--- src/verilog/dataPkg.sv ---
package dataPkg;

	localparam int xlen = 32;

	typedef logic [xlen-1:0] wordT;

	// both source operands of one instruction.
	typedef struct packed {
		wordT rs1Val;
		wordT rs2Val;
	} operandsT;

endpackage

--- src/verilog/hazardPkg.sv ---
package hazardPkg;

	// architectural register number, x0 to x31.
	typedef logic [4:0] regAddrT;

	localparam regAddrT raAddr = 5'd1; // x1 holds the return address.

	// fields of the instruction sitting in decode.
	typedef struct packed {
		logic valid;
		regAddrT rs1;
		regAddrT rs2;
		regAddrT rd;
		logic regWrite;
		logic memRead; // load.
		logic jalr;
		logic bType; // conditional branch.
	} decInfoT;

	// what an older instruction will write, and whether it is a load.
	typedef struct packed {
		logic regWrite;
		logic memRead;
		regAddrT rd;
	} dstRecT;

	// one record per stage still ahead of write-back.
	typedef struct packed {
		dstRecT idEx;
		dstRecT ex;
		dstRecT mem;
		dstRecT wb;
	} dstPipeT;

	// operand source.
	// bit 0 is the wb path, bit 1 the memory-stage path.
	typedef enum logic [1:0] {
		fwdReg = 2'b00,
		fwdWb = 2'b01,
		fwdMem = 2'b10
	} fwdSelT;

endpackage

--- src/verilog/decodeHazardTop.sv ---
`timescale 1ns/1ns

module decodeHazardTop (
	input logic clk,
	input logic rstN,
	input hazardPkg::decInfoT decIn,
	input dataPkg::operandsT regVals,
	input dataPkg::wordT memResult,
	input dataPkg::wordT wbResult,
	output hazardPkg::decInfoT issueRec,
	output dataPkg::operandsT issueOps,
	output logic stall,
	output logic jalrPredEn,
	output logic branchPredEn
);

	hazardPkg::dstPipeT dstPipe;
	dataPkg::operandsT fwdOps;

	// destinations of everything issued and not yet written back.
	dstTracker tracker (
		.clk(clk),
		.rstN(rstN),
		.issueRec(issueRec),
		.dstPipe(dstPipe)
	);

	operandForward forward (
		.decIn(decIn),
		.dstPipe(dstPipe),
		.regVals(regVals),
		.memResult(memResult),
		.wbResult(wbResult),
		.fwdOps(fwdOps),
		.fwdSel1(),
		.fwdSel2()
	);

	// stall and predictor enables, same cycle as decIn.
	flowGuard guard (
		.decIn(decIn),
		.dstPipe(dstPipe),
		.stall(stall),
		.jalrPredEn(jalrPredEn),
		.branchPredEn(branchPredEn)
	);

	issueStage issue (
		.clk(clk),
		.rstN(rstN),
		.decIn(decIn),
		.fwdOps(fwdOps),
		.stall(stall),
		.issueRec(issueRec),
		.issueOps(issueOps)
	);

endmodule

--- src/verilog/dstTracker.sv ---
`timescale 1ns/1ns

module dstTracker (
	input logic clk,
	input logic rstN,
	input hazardPkg::decInfoT issueRec,
	output hazardPkg::dstPipeT dstPipe
);

	hazardPkg::dstRecT idExRec;
	hazardPkg::dstRecT exRec;
	hazardPkg::dstRecT memRec;
	hazardPkg::dstRecT wbRec;

	// the ID/EX record is the issue register itself.
	// a bubble has valid low, so it never writes.
	always_comb begin
		idExRec.regWrite = issueRec.valid && issueRec.regWrite;
		idExRec.memRead = issueRec.valid && issueRec.memRead;
		idExRec.rd = issueRec.rd;
	end

	// ex, mem and wb advance every clock.
	// nothing downstream of issue ever stalls.
	always_ff @(posedge clk or negedge rstN) begin
		if (!rstN) begin
			exRec <= '0;
			memRec <= '0;
			wbRec <= '0;
		end else begin
			exRec <= idExRec;
			memRec <= exRec;
			wbRec <= memRec;
		end
	end

	always_comb begin
		dstPipe.idEx = idExRec;
		dstPipe.ex = exRec;
		dstPipe.mem = memRec;
		dstPipe.wb = wbRec;
	end

endmodule

--- src/verilog/flowGuard.sv ---
`timescale 1ns/1ns

module flowGuard (
	input hazardPkg::decInfoT decIn,
	input hazardPkg::dstPipeT dstPipe,
	output logic stall,
	output logic jalrPredEn,
	output logic branchPredEn
);

	logic isJalr;
	logic isBranch;
	logic rs1IsRa;
	logic idExLive;
	logic exLive;
	logic memLoadLive;
	logic rs1IdEx;
	logic rs1Ex;
	logic rs1ExNoLoad;
	logic rs1MemLoad;
	logic rs2IdEx;
	logic rs2Ex;
	logic rs2MemLoad;

	assign isJalr = decIn.valid && decIn.jalr;
	assign isBranch = decIn.valid && decIn.bType;
	assign rs1IsRa = decIn.rs1 == hazardPkg::raAddr;

	// x0 writers never count.
	assign idExLive = dstPipe.idEx.regWrite && (dstPipe.idEx.rd != '0);
	assign exLive = dstPipe.ex.regWrite && (dstPipe.ex.rd != '0);
	assign memLoadLive = dstPipe.mem.regWrite && dstPipe.mem.memRead &&
		(dstPipe.mem.rd != '0);

	assign rs1IdEx = idExLive && (dstPipe.idEx.rd == decIn.rs1);
	assign rs1Ex = exLive && (dstPipe.ex.rd == decIn.rs1);
	assign rs1ExNoLoad = rs1Ex && !dstPipe.ex.memRead;
	assign rs1MemLoad = memLoadLive && (dstPipe.mem.rd == decIn.rs1);

	assign rs2IdEx = idExLive && (dstPipe.idEx.rd == decIn.rs2);
	assign rs2Ex = exLive && (dstPipe.ex.rd == decIn.rs2);
	assign rs2MemLoad = memLoadLive && (dstPipe.mem.rd == decIn.rs2);

	// jalr through some other register must wait for a forwardable value.
	assign stall = isJalr && !rs1IsRa && (rs1ExNoLoad || rs1MemLoad);

	// return target still in flight so the predictor supplies it.
	assign jalrPredEn = isJalr && rs1IsRa && (rs1IdEx || rs1Ex || rs1MemLoad);

	assign branchPredEn = isBranch && (rs1IdEx || rs2IdEx ||
		rs1Ex || rs2Ex ||
		rs1MemLoad || rs2MemLoad);

endmodule

--- src/verilog/issueStage.sv ---
`timescale 1ns/1ns

module issueStage (
	input logic clk,
	input logic rstN,
	input hazardPkg::decInfoT decIn,
	input dataPkg::operandsT fwdOps,
	input logic stall,
	output hazardPkg::decInfoT issueRec,
	output dataPkg::operandsT issueOps
);

	logic take; // decode hands over a real instruction this cycle.

	assign take = decIn.valid && !stall;

	// ID/EX register.
	// a stalled jalr stays in decode and a zero bubble goes on instead.
	always_ff @(posedge clk or negedge rstN) begin
		if (!rstN) begin
			issueRec <= '0;
			issueOps <= '0;
		end else if (take) begin
			issueRec <= decIn;
			issueOps <= fwdOps;
		end else begin
			issueRec <= '0; // bubble.
			issueOps <= '0;
		end
	end

endmodule

--- src/verilog/operandForward.sv ---
`timescale 1ns/1ns

module operandForward (
	input hazardPkg::decInfoT decIn,
	input hazardPkg::dstPipeT dstPipe,
	input dataPkg::operandsT regVals,
	input dataPkg::wordT memResult,
	input dataPkg::wordT wbResult,
	output dataPkg::operandsT fwdOps,
	output hazardPkg::fwdSelT fwdSel1,
	output hazardPkg::fwdSelT fwdSel2
);

	logic memLive; // mem stage has a non-load writer of a real register.
	logic wbLive;
	logic rs1Mem;
	logic rs1Wb;
	logic rs2Mem;
	logic rs2Wb;

	// load data is not back yet in mem, so only ALU results qualify.
	assign memLive = dstPipe.mem.regWrite && !dstPipe.mem.memRead &&
		(dstPipe.mem.rd != '0);
	assign wbLive = dstPipe.wb.regWrite && (dstPipe.wb.rd != '0);

	assign rs1Mem = memLive && (dstPipe.mem.rd == decIn.rs1);
	assign rs1Wb = wbLive && (dstPipe.wb.rd == decIn.rs1);
	assign rs2Mem = memLive && (dstPipe.mem.rd == decIn.rs2);
	assign rs2Wb = wbLive && (dstPipe.wb.rd == decIn.rs2);

	// younger result wins.
	always_comb begin
		if (rs1Mem)
			fwdSel1 = hazardPkg::fwdMem;
		else if (rs1Wb)
			fwdSel1 = hazardPkg::fwdWb;
		else
			fwdSel1 = hazardPkg::fwdReg;

		if (rs2Mem)
			fwdSel2 = hazardPkg::fwdMem;
		else if (rs2Wb)
			fwdSel2 = hazardPkg::fwdWb;
		else
			fwdSel2 = hazardPkg::fwdReg;
	end

	always_comb begin
		case (fwdSel1)
			hazardPkg::fwdMem: fwdOps.rs1Val = memResult;
			hazardPkg::fwdWb: fwdOps.rs1Val = wbResult;
			default: fwdOps.rs1Val = regVals.rs1Val;
		endcase

		case (fwdSel2)
			hazardPkg::fwdMem: fwdOps.rs2Val = memResult;
			hazardPkg::fwdWb: fwdOps.rs2Val = wbResult;
			default: fwdOps.rs2Val = regVals.rs2Val;
		endcase
	end

endmodule
--- config.mk ---
export PLATFORM = sky130hd
export DESIGN_NAME = decodeHazardTop
export DESIGN_NICKNAME = d
export VERILOG_FILES = /design/src/verilog/dataPkg.sv /design/src/verilog/hazardPkg.sv /design/src/verilog/decodeHazardTop.sv /design/src/verilog/dstTracker.sv /design/src/verilog/flowGuard.sv /design/src/verilog/issueStage.sv /design/src/verilog/operandForward.sv
export SDC_FILE = /design/constraint.sdc
export NUM_CORES = 1
export LEC_CHECK = 0
export ABC_AREA = 1
export ABC_CLOCK_PERIOD_IN_PS = 1800
export BUFFER_PORTS_ARGS = -buffer_cell sky130_fd_sc_hd__buf_2
export CORE_AREA = 5 5 114 116
export CTS_BUF_LIST = sky130_fd_sc_hd__clkbuf_8
export CTS_CLUSTER_SIZE = 30
export DETAILED_ROUTE_END_ITERATION = 10
export DIE_AREA = 0 0 119 121
export PLACE_DENSITY = 0.84
export SLEW_MARGIN = 10
export SYNTH_ARGS = -nofsm -noshare
export SYNTH_HDL_FRONTEND = slang
export SYNTH_SLANG_ARGS = --single-unit
--- constraint.sdc ---
create_clock -name clk -period 1.8 [get_ports clk]
set_clock_uncertainty 0.1 [all_clocks]
set_input_delay 0.27 -clock clk [delete_from_list [all_inputs] [get_ports clk]]
set_output_delay 0.27 -clock clk [all_outputs]
set_load 0.005 [all_outputs]
# Word level (Yosys, flattened, before mapping)
# Cells that the tools add are included.
# classes
n_eq_ne,13
mux,8
n_reduce_logical,44
# ops
operator,n
case mux 32 bit (2 select lines),2
2-to-1 mux 64 bit,1
== test 5 bit,8
logical AND 1 bit,28
2-to-1 mux 20 bit,1
nonzero test 5 bit,4
logical OR 1 bit,8
"== test 5 x 1 -> 1 bit, second input constant",1
"== test 2 x 1 -> 1 bit, second input constant",2
"== test 2 bit, second input constant",2
zero test 1 bit,4
2-to-1 mux 2 bit,2
2-to-1 mux 1 bit,2
# word_totals
ff_bits,104
out_inout_bits,87
word_cells,83

# Depth between registers and ports, before layout
# Gate-level depths: netlist (run 1).
# logic_depth
word_depth,9
depth_mapped,13
ltp_nobuf,11

# By module
# A second synthesis (run 1) with hierarchy kept.
# hier_totals
hier_cells,796
area_unflattened_um2,6518.8
# modules_own_cells
mod,n_inst,cells_per_inst,area_each_um2,seq_area_each_um2
issueStage,1,262,3326.9,2102.0
operandForward,1,392,2054.5,0.0
dstTracker,1,30,578.1,525.5
flowGuard,1,112,559.3,0.0

# Worst setup path after synthesis (run 1)
# OpenSTA, ideal clock, no wires.
# synth_path
kind,register -> register
startpoint,"register tracker.memRec, in the netlist tracker.dstPipe[10]"
endpoint,"register, netlist name issue.issueOps[10]"
setup_time_ns,0.111
arrival_ns,1.401
t_required_ns,1.589
slack_ns,0.188
stages_incl_launch_ff,10
path_buffers,2
path_cell_list,dfrtp_1 xor2_1 nor2_1 nand3_2 nand2_2 a21oi_4 buf_8 buf_12 nand2_2 inv_2
# synth_via
elab_chain_len,8
# synth_rtl
element,line_no,rtl
start: declaration,dstTracker.sv:12,hazardPkg::dstRecT memRec;
start signal: assignment,dstTracker.sv:32,memRec <= exRec;
branches (longest 7 deep; another with case mux 32 bit (2 select lines)),--,
2-to-1 mux 64 bit *,issueStage.sv:23,end else if (take) begin
# Mark *: on every way between the ends.

# Worst setup path after layout (run 1)
# layout_path
startpoint,"register tracker.memRec, in the netlist tracker.dstPipe[10]"
endpoint,output stall
# layout_via
elab_chain_len,5
# layout_rtl
element,line_no,rtl
nonzero test 5 bit,flowGuard.sv:33,(dstPipe.mem.rd != '0);
logical AND 1 bit,flowGuard.sv:32,assign memLoadLive = dstPipe.mem.regWrite && dstPipe.mem.memRead &&
logical AND 1 bit *,flowGuard.sv:38,assign rs1MemLoad = memLoadLive && (dstPipe.mem.rd == decIn.rs1);
logical OR 1 bit *,flowGuard.sv:45,assign stall = isJalr && !rs1IsRa && (rs1ExNoLoad || rs1MemLoad);
logical AND 1 bit *,flowGuard.sv:45,
end: declaration,decodeHazardTop.sv:12,"output logic stall,"
# Every way passes the cells marked *; elsewhere a longest branch is shown, timed or not.

==> results of run 1 <==
critical path, delay by kind of cell, from the launching register on:
kind                      cells  cell delay (ns)
DFF                           1             0.47
AOI/OAI and AO/OA             1             0.18
buffers and inverters         1             0.15
and+or+nand+nor               4             0.47
xor gates and xnor gates      1             0.17
stage by stage:
| stage | util, % | setup TNS, ns | area, µm² | total power, mW | std cells |
|---|---|---|---|---|---|
| finish | 75.1 | -20.23 | 8870 | 5.29 | 1185 |
| global placement | 61.1 | 0 | 7220 | 3.40 | 1118 |
| detailed placement | 61.1 | -0.411 | 7220 | 3.41 | 1118 |
| CTS | 71.8 | -13.57 | 8480 | 5.17 | 1178 |
| global route | 75.1 | -28.09 | 8870 | 5.50 | 1185 |
| floorplan | - | 0 | 5910 | 3.00 | 753 |
where the power goes:
part           internal [mW]  switching, mW  total (mW)
registers               2.46         0.0642        2.52
clock network          0.815          0.854        1.67
logic                  0.503          0.595        1.10
total                   3.77           1.51        5.29
final timing paths:
check	from	endpoint	slack [ns]	depth (start not counted)
max	tracker.dstPipe[10]$_DFF_PN0_	stall	-0.38	7
min	decIn[11]	issue.issueRec[11]$_DFF_PN0_	0.07	3
max reg2reg	tracker.dstPipe[10]$_DFF_PN0_	issue.issueOps[15]$_DFF_PN0_	-0.37	15
min reg2reg	tracker.dstPipe[20]$_DFF_PN0_	tracker.dstPipe[13]$_DFF_PN0_	0.31	0
max in group asynchronous	rstN	issue.issueRec[4]$_DFF_PN0_	0.75	3
min in group asynchronous	rstN	issue.issueOps[25]$_DFF_PN0_	0.36	3
flip-flops by register name, indices dropped and copies added (netlist names):
register         flops
issue.issueOps      64
issue.issueRec      20
tracker.dstPipe     20
cell type report:
type | count | area [µm²] | area share, %
diodes | 1 | 2.50 | 0.0282
clock buffers | 10 | 138 | 1.55
clock inverters | 6 | 83.8 | 0.945
inverters | 101 | 413 | 4.66
multi-input cells | 493 | 3000 | 33.9
flip-flops and latches | 104 | 2610 | 29.4
well taps | 147 | 184 | 2.07
repair buffers | 323 | 2440 | 27.5
cell families after synthesis:
kind of cell / synth area share [%]
AO/OA/AOI/OAI: 0.444
XOR/XNOR: 4.15
buffers and inverters: 14.6
flip-flops: 44.0
AND/OR/NAND/NOR: 36.8
metal layers:
metal / global-route usage (%) / part of all wire (%)
met1: 35.9 / 36
met4: 18.8 / 6.7
met5: 0 / 0
met3: 7.09 / 9.6
met2: 50.4 / 48
cell usage in the layout (no fill, tap or decap), types with 19 or more instances in the layout:
cell     count
buf_2      235
nand3_1    148
nand2_1    108
dfrtp_1    101
nand2_2     69
inv_2       62
nand3_2     55
nor2_1      40
inv_1       36
buf_4       27
buf_12      19
repair_timing:
action / CTS / global route
gates resized for setup: 115 / 77
gates cloned: 12 / 5
setup endpoints to repair: 53 / 85
buffers inserted: 25 / 7
endpoints found under the hold margin: 111 / 0
hold buffers: 8 / 0
pin swaps: 34 / 22
==> impl_metrics.ini, run 1 <==
[outcome]
status = complete, but fails checks
violations = setup timing

[synthesis]
synthTopCellsByCount = nand3_1, nand2_1, dfrtp_1, inv_2, nand2_2
synth.most_common_cell = nand3_1
synthArstFlopShare_pct = 100
synth_top_cell_by_area = dfrtp_1
avgSynthCellArea_um2 = 7.85
ys_warn_count = 0
synthFlopType = dfrtp_1
synth-edff-count = 0
synth_top_area_share_pct = 44.0
synth_cells = 753
yosysUniqueCellTypes = 25
netlist_area_um2 = 5910
synth_seq_cells = 104
ys_top_cells_by_area = dfrtp_1, nand3_1, nand2_1
syn_nets = 903
ys_seq_area_share_pct = 44.0

[critical_path]
end_kind = output pin
crit_top_cell = nand2_1
crit_required_ns = 1.43
worstSetupPathType = reg2out
crit_path_start_kind = flop
crit_path_max_incr_delay_ns = 0.47
slowest_stage = dfrtp_2
critPathArrivalTime_ns = 1.81
crit_chain = xor2_2 > nor2_2 > nand3_4 > nand2_1 > nand2_1 > a21oi_2 > buf_2
crit_path_max_fanout = 4

[detailed_routing]
viasPerCell = 5.68
detailedRoute.firstIterationViolations = 862
vias = 6730
ant_nets = 0
dr.pass1.iters = 7
totalWireLength_um = 24000
wl_per_cell_um = 20.2
drc = 0

[global_route]
overflow = 0
grt_usage_pct = 30.5
grt_pass1_wl_um = 34400
antenna_found_initial = 1
grt_max_degree = 105
grt_pass1_vias = 6591

[timing]
worst_pin_slew_ns = 0.603
slew_violations = 0
timing.final.ws_setup_ns = -0.382
slew_headroom_pct = 59.8
setup_violations = 85
hold_violations = 0
post-route-period-util_pct = 121
fin_crit_ns = 2.18
hold_ws_ns = 0.0651
timing.fmax_mhz = 458
rsz0062_at_grt = yes

[floorplanning]
io_pins = 237
die_h_um = 121
die_area_um2 = 14400
start_util_pct = 50.1
num_rows = 40
coreArea_um2 = 11800
die_w_um = 119

[placed_design]
hpwl_um = 13600
portBuffers = 236
place_ws_ns = -0.0498
gp_congestion = 0.909

[clock_tree]
clk_pin_slew_ns = 0.10
clockBufferDepth = 2
tritoncts = yes
ctsRootBufferMaster = clkbuf_8
numCtsBuffers = 9
numClockSinks = 104
htreeDepth = 3
clk_latency_ns = 0.38

[min_path]
hold_class = in2reg

[pwr]
total_leakage_power_nw = 5.12
ir_drop_v = 0.000675
power.density_nw_per_um2 = 596

[layout]
fill_cells = 792
drive_above_1_share_pct = 54.3
fin_nets = 1182
synthToLayoutAreaGrowth_pct = 50.0

[job]
maxCapViolations = 0
Power figures use the tool's default switching activity.
==> run 2: changes to the inputs <==
Settings changed: ABC_AREA 1 to 0, CORE_AREA 5 5 114 116 to 5 5 112 114, DIE_AREA 0 0 119 121 to 0 0 117 119, PLACE_DENSITY 0.84 to 0.83.
==> run 2 against run 1 <==
Effect of this change: critical path type is now reg2reg; maximum frequency down 14%; combinational power up 8%; highest routed layer is now met5; the run still ends with setup timing left; largest power group unchanged; count of clock-buffer cells in the layout down 1; sequential power about the same; routed wire length down 13%; setup slack worse by 0.34 ns; power down 2.4%; non-clock buffer count up 28; via count down 17%; final area down 3.7%.
==> impl_metrics.ini, run 2 <==
[outcome]
status = complete, but fails checks
violations = setup timing

[floorplanning]
die_h_um = 119
coreArea_um2 = 11300
start_util_pct = 48.3
num_rows = 39
io_pins = 237
die_area_um2 = 13900
die_w_um = 117

[critical_path]
cp_top_family = buffers and inverters
crit_path_max_incr_delay_ns = 0.57
slowest_stage = or4_4
critPathArrivalTime_ns = 2.70
rrSetupSlack_ns = -0.72
end_kind = flop
crit_path_start_kind = flop
worstSetupPathType = reg2reg
crit_chain = or4_4 > o211ai_4 > buf_6 > buf_6 > nor3_4 > buf_12 > buf_12 > buf_6 > buf_16 > a221oi_2
crit_required_ns = 1.98
crit_top_cell = buf_6
crit_path_max_fanout = 12
timing.critical_path.buf_inv = 6

[synthesis]
synth_top_cell_by_area = dfrtp_1
ys_seq_area_share_pct = 47.6
synth-edff-count = 0
synth_cells = 501
avgSynthCellArea_um2 = 10.9
synth_seq_cells = 104
synthTopCellsByCount = dfrtp_1, nand2_1, a221oi_2, a31oi_1, xnor2_1
ys_top_cells_by_area = dfrtp_1, a221oi_2, xnor2_1
synthArstFlopShare_pct = 100
synth.most_common_cell = dfrtp_1
netlist_area_um2 = 5470
syn_nets = 651
synthFlopType = dfrtp_1
yosysUniqueCellTypes = 36
ys_warn_count = 0
synth_top_area_share_pct = 47.6

[layout]
drive_above_1_share_pct = 59.2
final_cell_mix = buf_2, dfrtp_1, buf_4
regMostFlops = issue.issueOps
largest_reg_flops = 64
fin_nets = 957
synthToLayoutAreaGrowth_pct = 56.2
stdcell_count = 957
final_common_cell = buf_2

[detailed_routing]
ant_nets = 0
wl_per_cell_um = 21.7
totalWireLength_um = 20800
vias = 5574
detailedRoute.firstIterationViolations = 500
dr.pass1.iters = 5
met1Wirelength_um = 7130
met2_length_um = 10900
drc = 0
highest_layer = met5
viasPerCell = 5.82
wl_met3_um = 1860

[global_route]
antenna_found_initial = 2
overflow = 0
grt_pass1_vias = 5769
grt_usage_pct = 27.4
grt_max_degree = 55
grt_pass1_wl_um = 29700

[timing]
worst_pin_slew_ns = 0.433
timing.fmax_mhz = 396
setup_violations = 87
hold_violations = 0
rsz0062_at_grt = yes
slew_headroom_pct = 71.1
slew_violations = 0
post-route-period-util_pct = 140
fin_crit_ns = 2.52
timing.final.ws_setup_ns = -0.723

[clock_tree]
ctsRootBufferMaster = clkbuf_8
numCtsBuffers = 9
clk_pin_slew_ns = 0.10
clk_latency_ns = 0.37
htreeDepth = 3
clockBufferDepth = 2
numClockSinks = 104
tritoncts = yes

[pwr]
ir_drop_v = 0.000439
total_leakage_power_nw = 4.23
totalPowerFinal_mw = 5.16
power.density_nw_per_um2 = 604

[job]
maxCapViolations = 0

[placed_design]
gp_congestion = 0.895
hpwl_um = 14000
dp_cells = 895
portBuffers = 236
place_ws_ns = -0.514

[min_path]
hold_class = in2reg
run 2: cell types whose count changed in the layout (fill, tap and decap cells not counted), sizes merged, moves of 12 or more:
cell    previous run  this run
nor2              51        11
nand3            209         7
nand2            194        59
a221oi             0        46
buf              310       339
xnor2             10        33
and2               0        32
a31oi              0        40
inv              101        29
a221o              0        12
run 2: final cells by class:
cell class	count	area, µm²
multi-input combinational	313	2950
fill	724	2780
sequential	104	2610
timing repair buffer	351	2490
tap	143	179
clock buffer	9	124
inverter	28	118
clock inverter	7	66.3
antenna	2	5.00
run 2: worst min-delay path: stages:
cell and delay, ns:
buf_2 0.10, nand2_2 0.05, a221oi_2 0.05
run 2: kinds of logic (layout without fill, tap and decap cells):
kind of cell / count (synthesis) / count (layout) / share of synthesized area, %
xor+xnor: 40 / 40 / 6.41
simple gates: 142 / 142 / 13.3
other cells: 0 / 2 / 0
buf+inv: 84 / 395 / 8.47
compound gates: 131 / 131 / 24.2
flops: 104 / 104 / 47.6
run 2: routing by layer:
metal  vias to the layer above  GRT usage [%]
met1                      2711           31.4
met3                        85           5.73
li1                       2419              -
met5                         -              0
met2                       357           48.5
met4                         2           11.9
run 2: final timing paths:
| check | from | to | cells after the start |
|---|---|---|---|
| hold reg to reg | tracker.dstPipe[19]$_DFF_PN0_ | tracker.dstPipe[12]$_DFF_PN0_ | 0 |
| max in group asynchronous | rstN | issue.issueOps[62]$_DFF_PN0_ | 3 |
| hold / removal | regVals[53] | issue.issueOps[53]$_DFF_PN0_ | 3 |
| setup / recovery | tracker.dstPipe[11]$_DFF_PN0_ | issue.issueOps[58]$_DFF_PN0_ | 10 |
| setup reg to reg | tracker.dstPipe[11]$_DFF_PN0_ | issue.issueOps[58]$_DFF_PN0_ | 10 |
| min in group asynchronous | rstN | tracker.dstPipe[8]$_DFF_PN0_ | 2 |
run 2: where the power goes:
| group | switching, mW | internal, mW |
|---|---|---|
| sequential | 0.0556 | 2.46 |
| clock | 0.827 | 0.634 |
| combinational | 0.577 | 0.611 |
run 2: through the flow:
stage	utilization, %	setup TNS [ns]	hold slack (ns)	cell area [µm²]
2_1_floorplan	-	-15.19	-0.126	5640
3_3_place_gp	63.8	-29.68	0.103	7230
3_5_place_dp	63.8	-34.63	0.108	7230
4_1_cts	70.5	-54.61	0.0142	7980
5_1_grt	75.4	-55.02	0.0142	8540
6_report	75.5	-50.37	0.0331	8540
run 2: repair_timing:
| item | 4_1_cts | 5_1_grt |
|---|---|---|
| hold buffers | 8 | 0 |
| endpoints found under the setup margin | 87 | 87 |
| resized for setup | 34 | 83 |
| endpoints found under the hold margin | 29 | 0 |
| buffers inserted | 24 | 8 |
| gates cloned | 6 | 4 |
| pin swaps | 16 | 31 |
==> run 3: changes to the inputs <==
Settings changed: ABC_CLOCK_PERIOD_IN_PS 1800 to 2300, CAP_MARGIN set to 20, CORE_AREA 5 5 112 114 to 5 5 117 119, DIE_AREA 0 0 117 119 to 0 0 122 124, PLACE_DENSITY 0.83 to 0.8, SKIP_CTS_REPAIR_TIMING set to 1.
Clock period 1.8 ns to 2.3 ns, I/O delays scaled along.
==> run 3 against run 2 <==
Effect of this change: the run still ends with setup timing left; sequential share of layout area grew 5.0 points; combinational power shrank 42%; utilization shrank 17 points; critical path depth shrank 4; non-clock buffer count shrank 70; worst hold slack gained 0.021 ns; power shrank 25%; final cell count shrank 4.0%; final area shrank 14%; routed wire length shrank 15%; global-route usage shrank 5.2 points; die area grew 8.7%; largest power group unchanged; highest routed layer unchanged.
==> impl_metrics.ini, run 3 (same netlist as run 2, synthesis figures left out) <==
[critical_path]
crit_chain = or4_4 > o21ai_1 > nor4_1 > a31oi_1 > a31oi_1 > buf_2
rrSetupSlack_ns = 0.02
end_kind = output pin
critPathCapture = branchPredEn
crit_path_max_fanout = 3
r2r_end = issue.issueOps[34]$_DFF_PN0_
crit_required_ns = 1.86
rr_startpoint = tracker.dstPipe[7]$_DFF_PN0_
crit_path_start_kind = flop
slowest_stage = or4_4
crit_start = tracker.dstPipe[14]$_DFF_PN0_
rr_worst_depth = 8
worstSetupPathType = reg2out
critPathArrivalTime_ns = 2.12
crit_top_cell = a31oi_1
crit_path_max_incr_delay_ns = 0.57

[clock_tree]
htreeDepth = 3
clk_pin_slew_ns = 0.10
numClockSinks = 104
ctsRootBufferMaster = clkbuf_8
clk_latency_ns = 0.39
tritoncts = yes
clockBufferDepth = 2
numCtsBuffers = 9

[timing]
rsz0062_at_grt = yes
post-route-period-util_pct = 111
slew_violations = 0
setup_tns_ns = -0.650
setup_violations = 3
worst_pin_slew_ns = 0.490
fin_crit_ns = 2.56
timing.final.ws_setup_ns = -0.260
hold_ws_ns = 0.0540
hold_violations = 0
slew_headroom_pct = 67.3
timing.fmax_mhz = 391

[pwr]
switching_share_pct = 26.8
switching_power_mw = 1.04
power.density_nw_per_um2 = 530
pwr-share-seq_pct = 50.5
power_frac_comb_pct = 17.6
ir_drop_v = 0.000413
p_clk_share_pct = 31.8
p_int_mw = 2.85
total_leakage_power_nw = 3.71

[min_path]
hold_class = in2reg

[detailed_routing]
detailedRoute.firstIterationViolations = 628
viasPerCell = 5.51
totalWireLength_um = 17800
ant_nets = 0
drc = 0
vias = 5061
dr.pass1.iters = 6
wl_per_cell_um = 19.3

[floorplanning]
die_h_um = 124
die_w_um = 122
die_area_um2 = 15100
num_rows = 41
coreArea_um2 = 12500
start_util_pct = 43.9
io_pins = 237

[placed_design]
dp_cells = 886
gp_congestion = 0.928
hpwl_um = 13100
portBuffers = 236
place_ws_ns = 0.00362

[outcome]
status = complete, but fails checks
violations = setup timing

[global_route]
overflow = 0
grt_pass1_wl_um = 25800
grt_max_degree = 68
grt_pass1_vias = 5089
antenna_found_initial = 4
grt_usage_pct = 22.1

[layout]
stdcell_count = 919
synthToLayoutAreaGrowth_pct = 34.2
finish.utilization_pct = 58.9
largest_reg_flops = 64
fin_nets = 887
regMostFlops = issue.issueOps
final_common_cell = buf_2
drive_above_1_share_pct = 49.6
final_cell_mix = buf_2, dfrtp_1, nand2_1

[job]
maxCapViolations = 0
==> run 3: routing by layer <==
| layer | vias to the layer above | global-route usage, % | wire length, µm |
|---|---|---|---|
| li1 | 2273 | - | - |
| met2 | 289 | 39.3 | 9050 |
| met4 | 2 | 9.87 | 607 |
| met1 | 2446 | 25.2 | 6580 |
| met3 | 51 | 5.63 | 1490 |
| met5 | - | 0 | 17 |
==> run 3: per-stage QoR <==
step	power [mW]	instance area, µm²
2_1_floorplan	2.31	5470
3_3_place_gp	2.65	6900
3_5_place_dp	2.67	6900
4_1_cts	3.89	7120
5_1_grt	4.05	7330
6_report	3.89	7340
==> run 3: power groups by stage <==
stage	Combinational, mW	Clock, mW	Sequential [mW]
6_report	0.685	1.24	1.96
5_1_grt	0.748	1.33	1.97
4_1_cts	0.667	1.26	1.97
3_5_place_dp	0.665	0	2.00
3_3_place_gp	0.648	0	2.00
2_1_floorplan	0.301	0	2.01
==> run 3: worst min-delay path by stage <==
stage | from | to | slack (ns) | cells after the start
after floorplan | rstN | issue.issueOps[0]$_DFF_PN0_ | -0.05 | 0
after global placement | rstN | issue.issueRec[0]$_DFF_PN0_ | 0.06 | 1
after detailed placement | rstN | issue.issueRec[0]$_DFF_PN0_ | 0.06 | 1
after CTS | rstN | issue.issueRec[0]$_DFF_PN0_ | -0.37 | 1
after global routing | decIn[3] | issue.issueRec[3]$_DFF_PN0_ | 0.05 | 2
final | decIn[3] | issue.issueRec[3]$_DFF_PN0_ | 0.05 | 2
==> run 3: final cells by class <==
type,instances,area (µm²)
Clock inverter,4,51.3
Multi-Input combinational cell,313,2470
Timing Repair Buffer,281,1710
Fill cell,1069,5130
Inverter,28,105
Clock buffer,12,165
Tap cell,172,215
Antenna cell,5,12.5
Sequential cell,104,2610
==> run 3: worst max-delay path, delay by kind of cell (launching register included) <==
kind	cells	cell delay (ns)
flip-flops	1	0.42
buffers and inverters	1	0.14
AO/OA/AOI/OAI	3	0.50
AND/OR/NAND/NOR	2	0.67
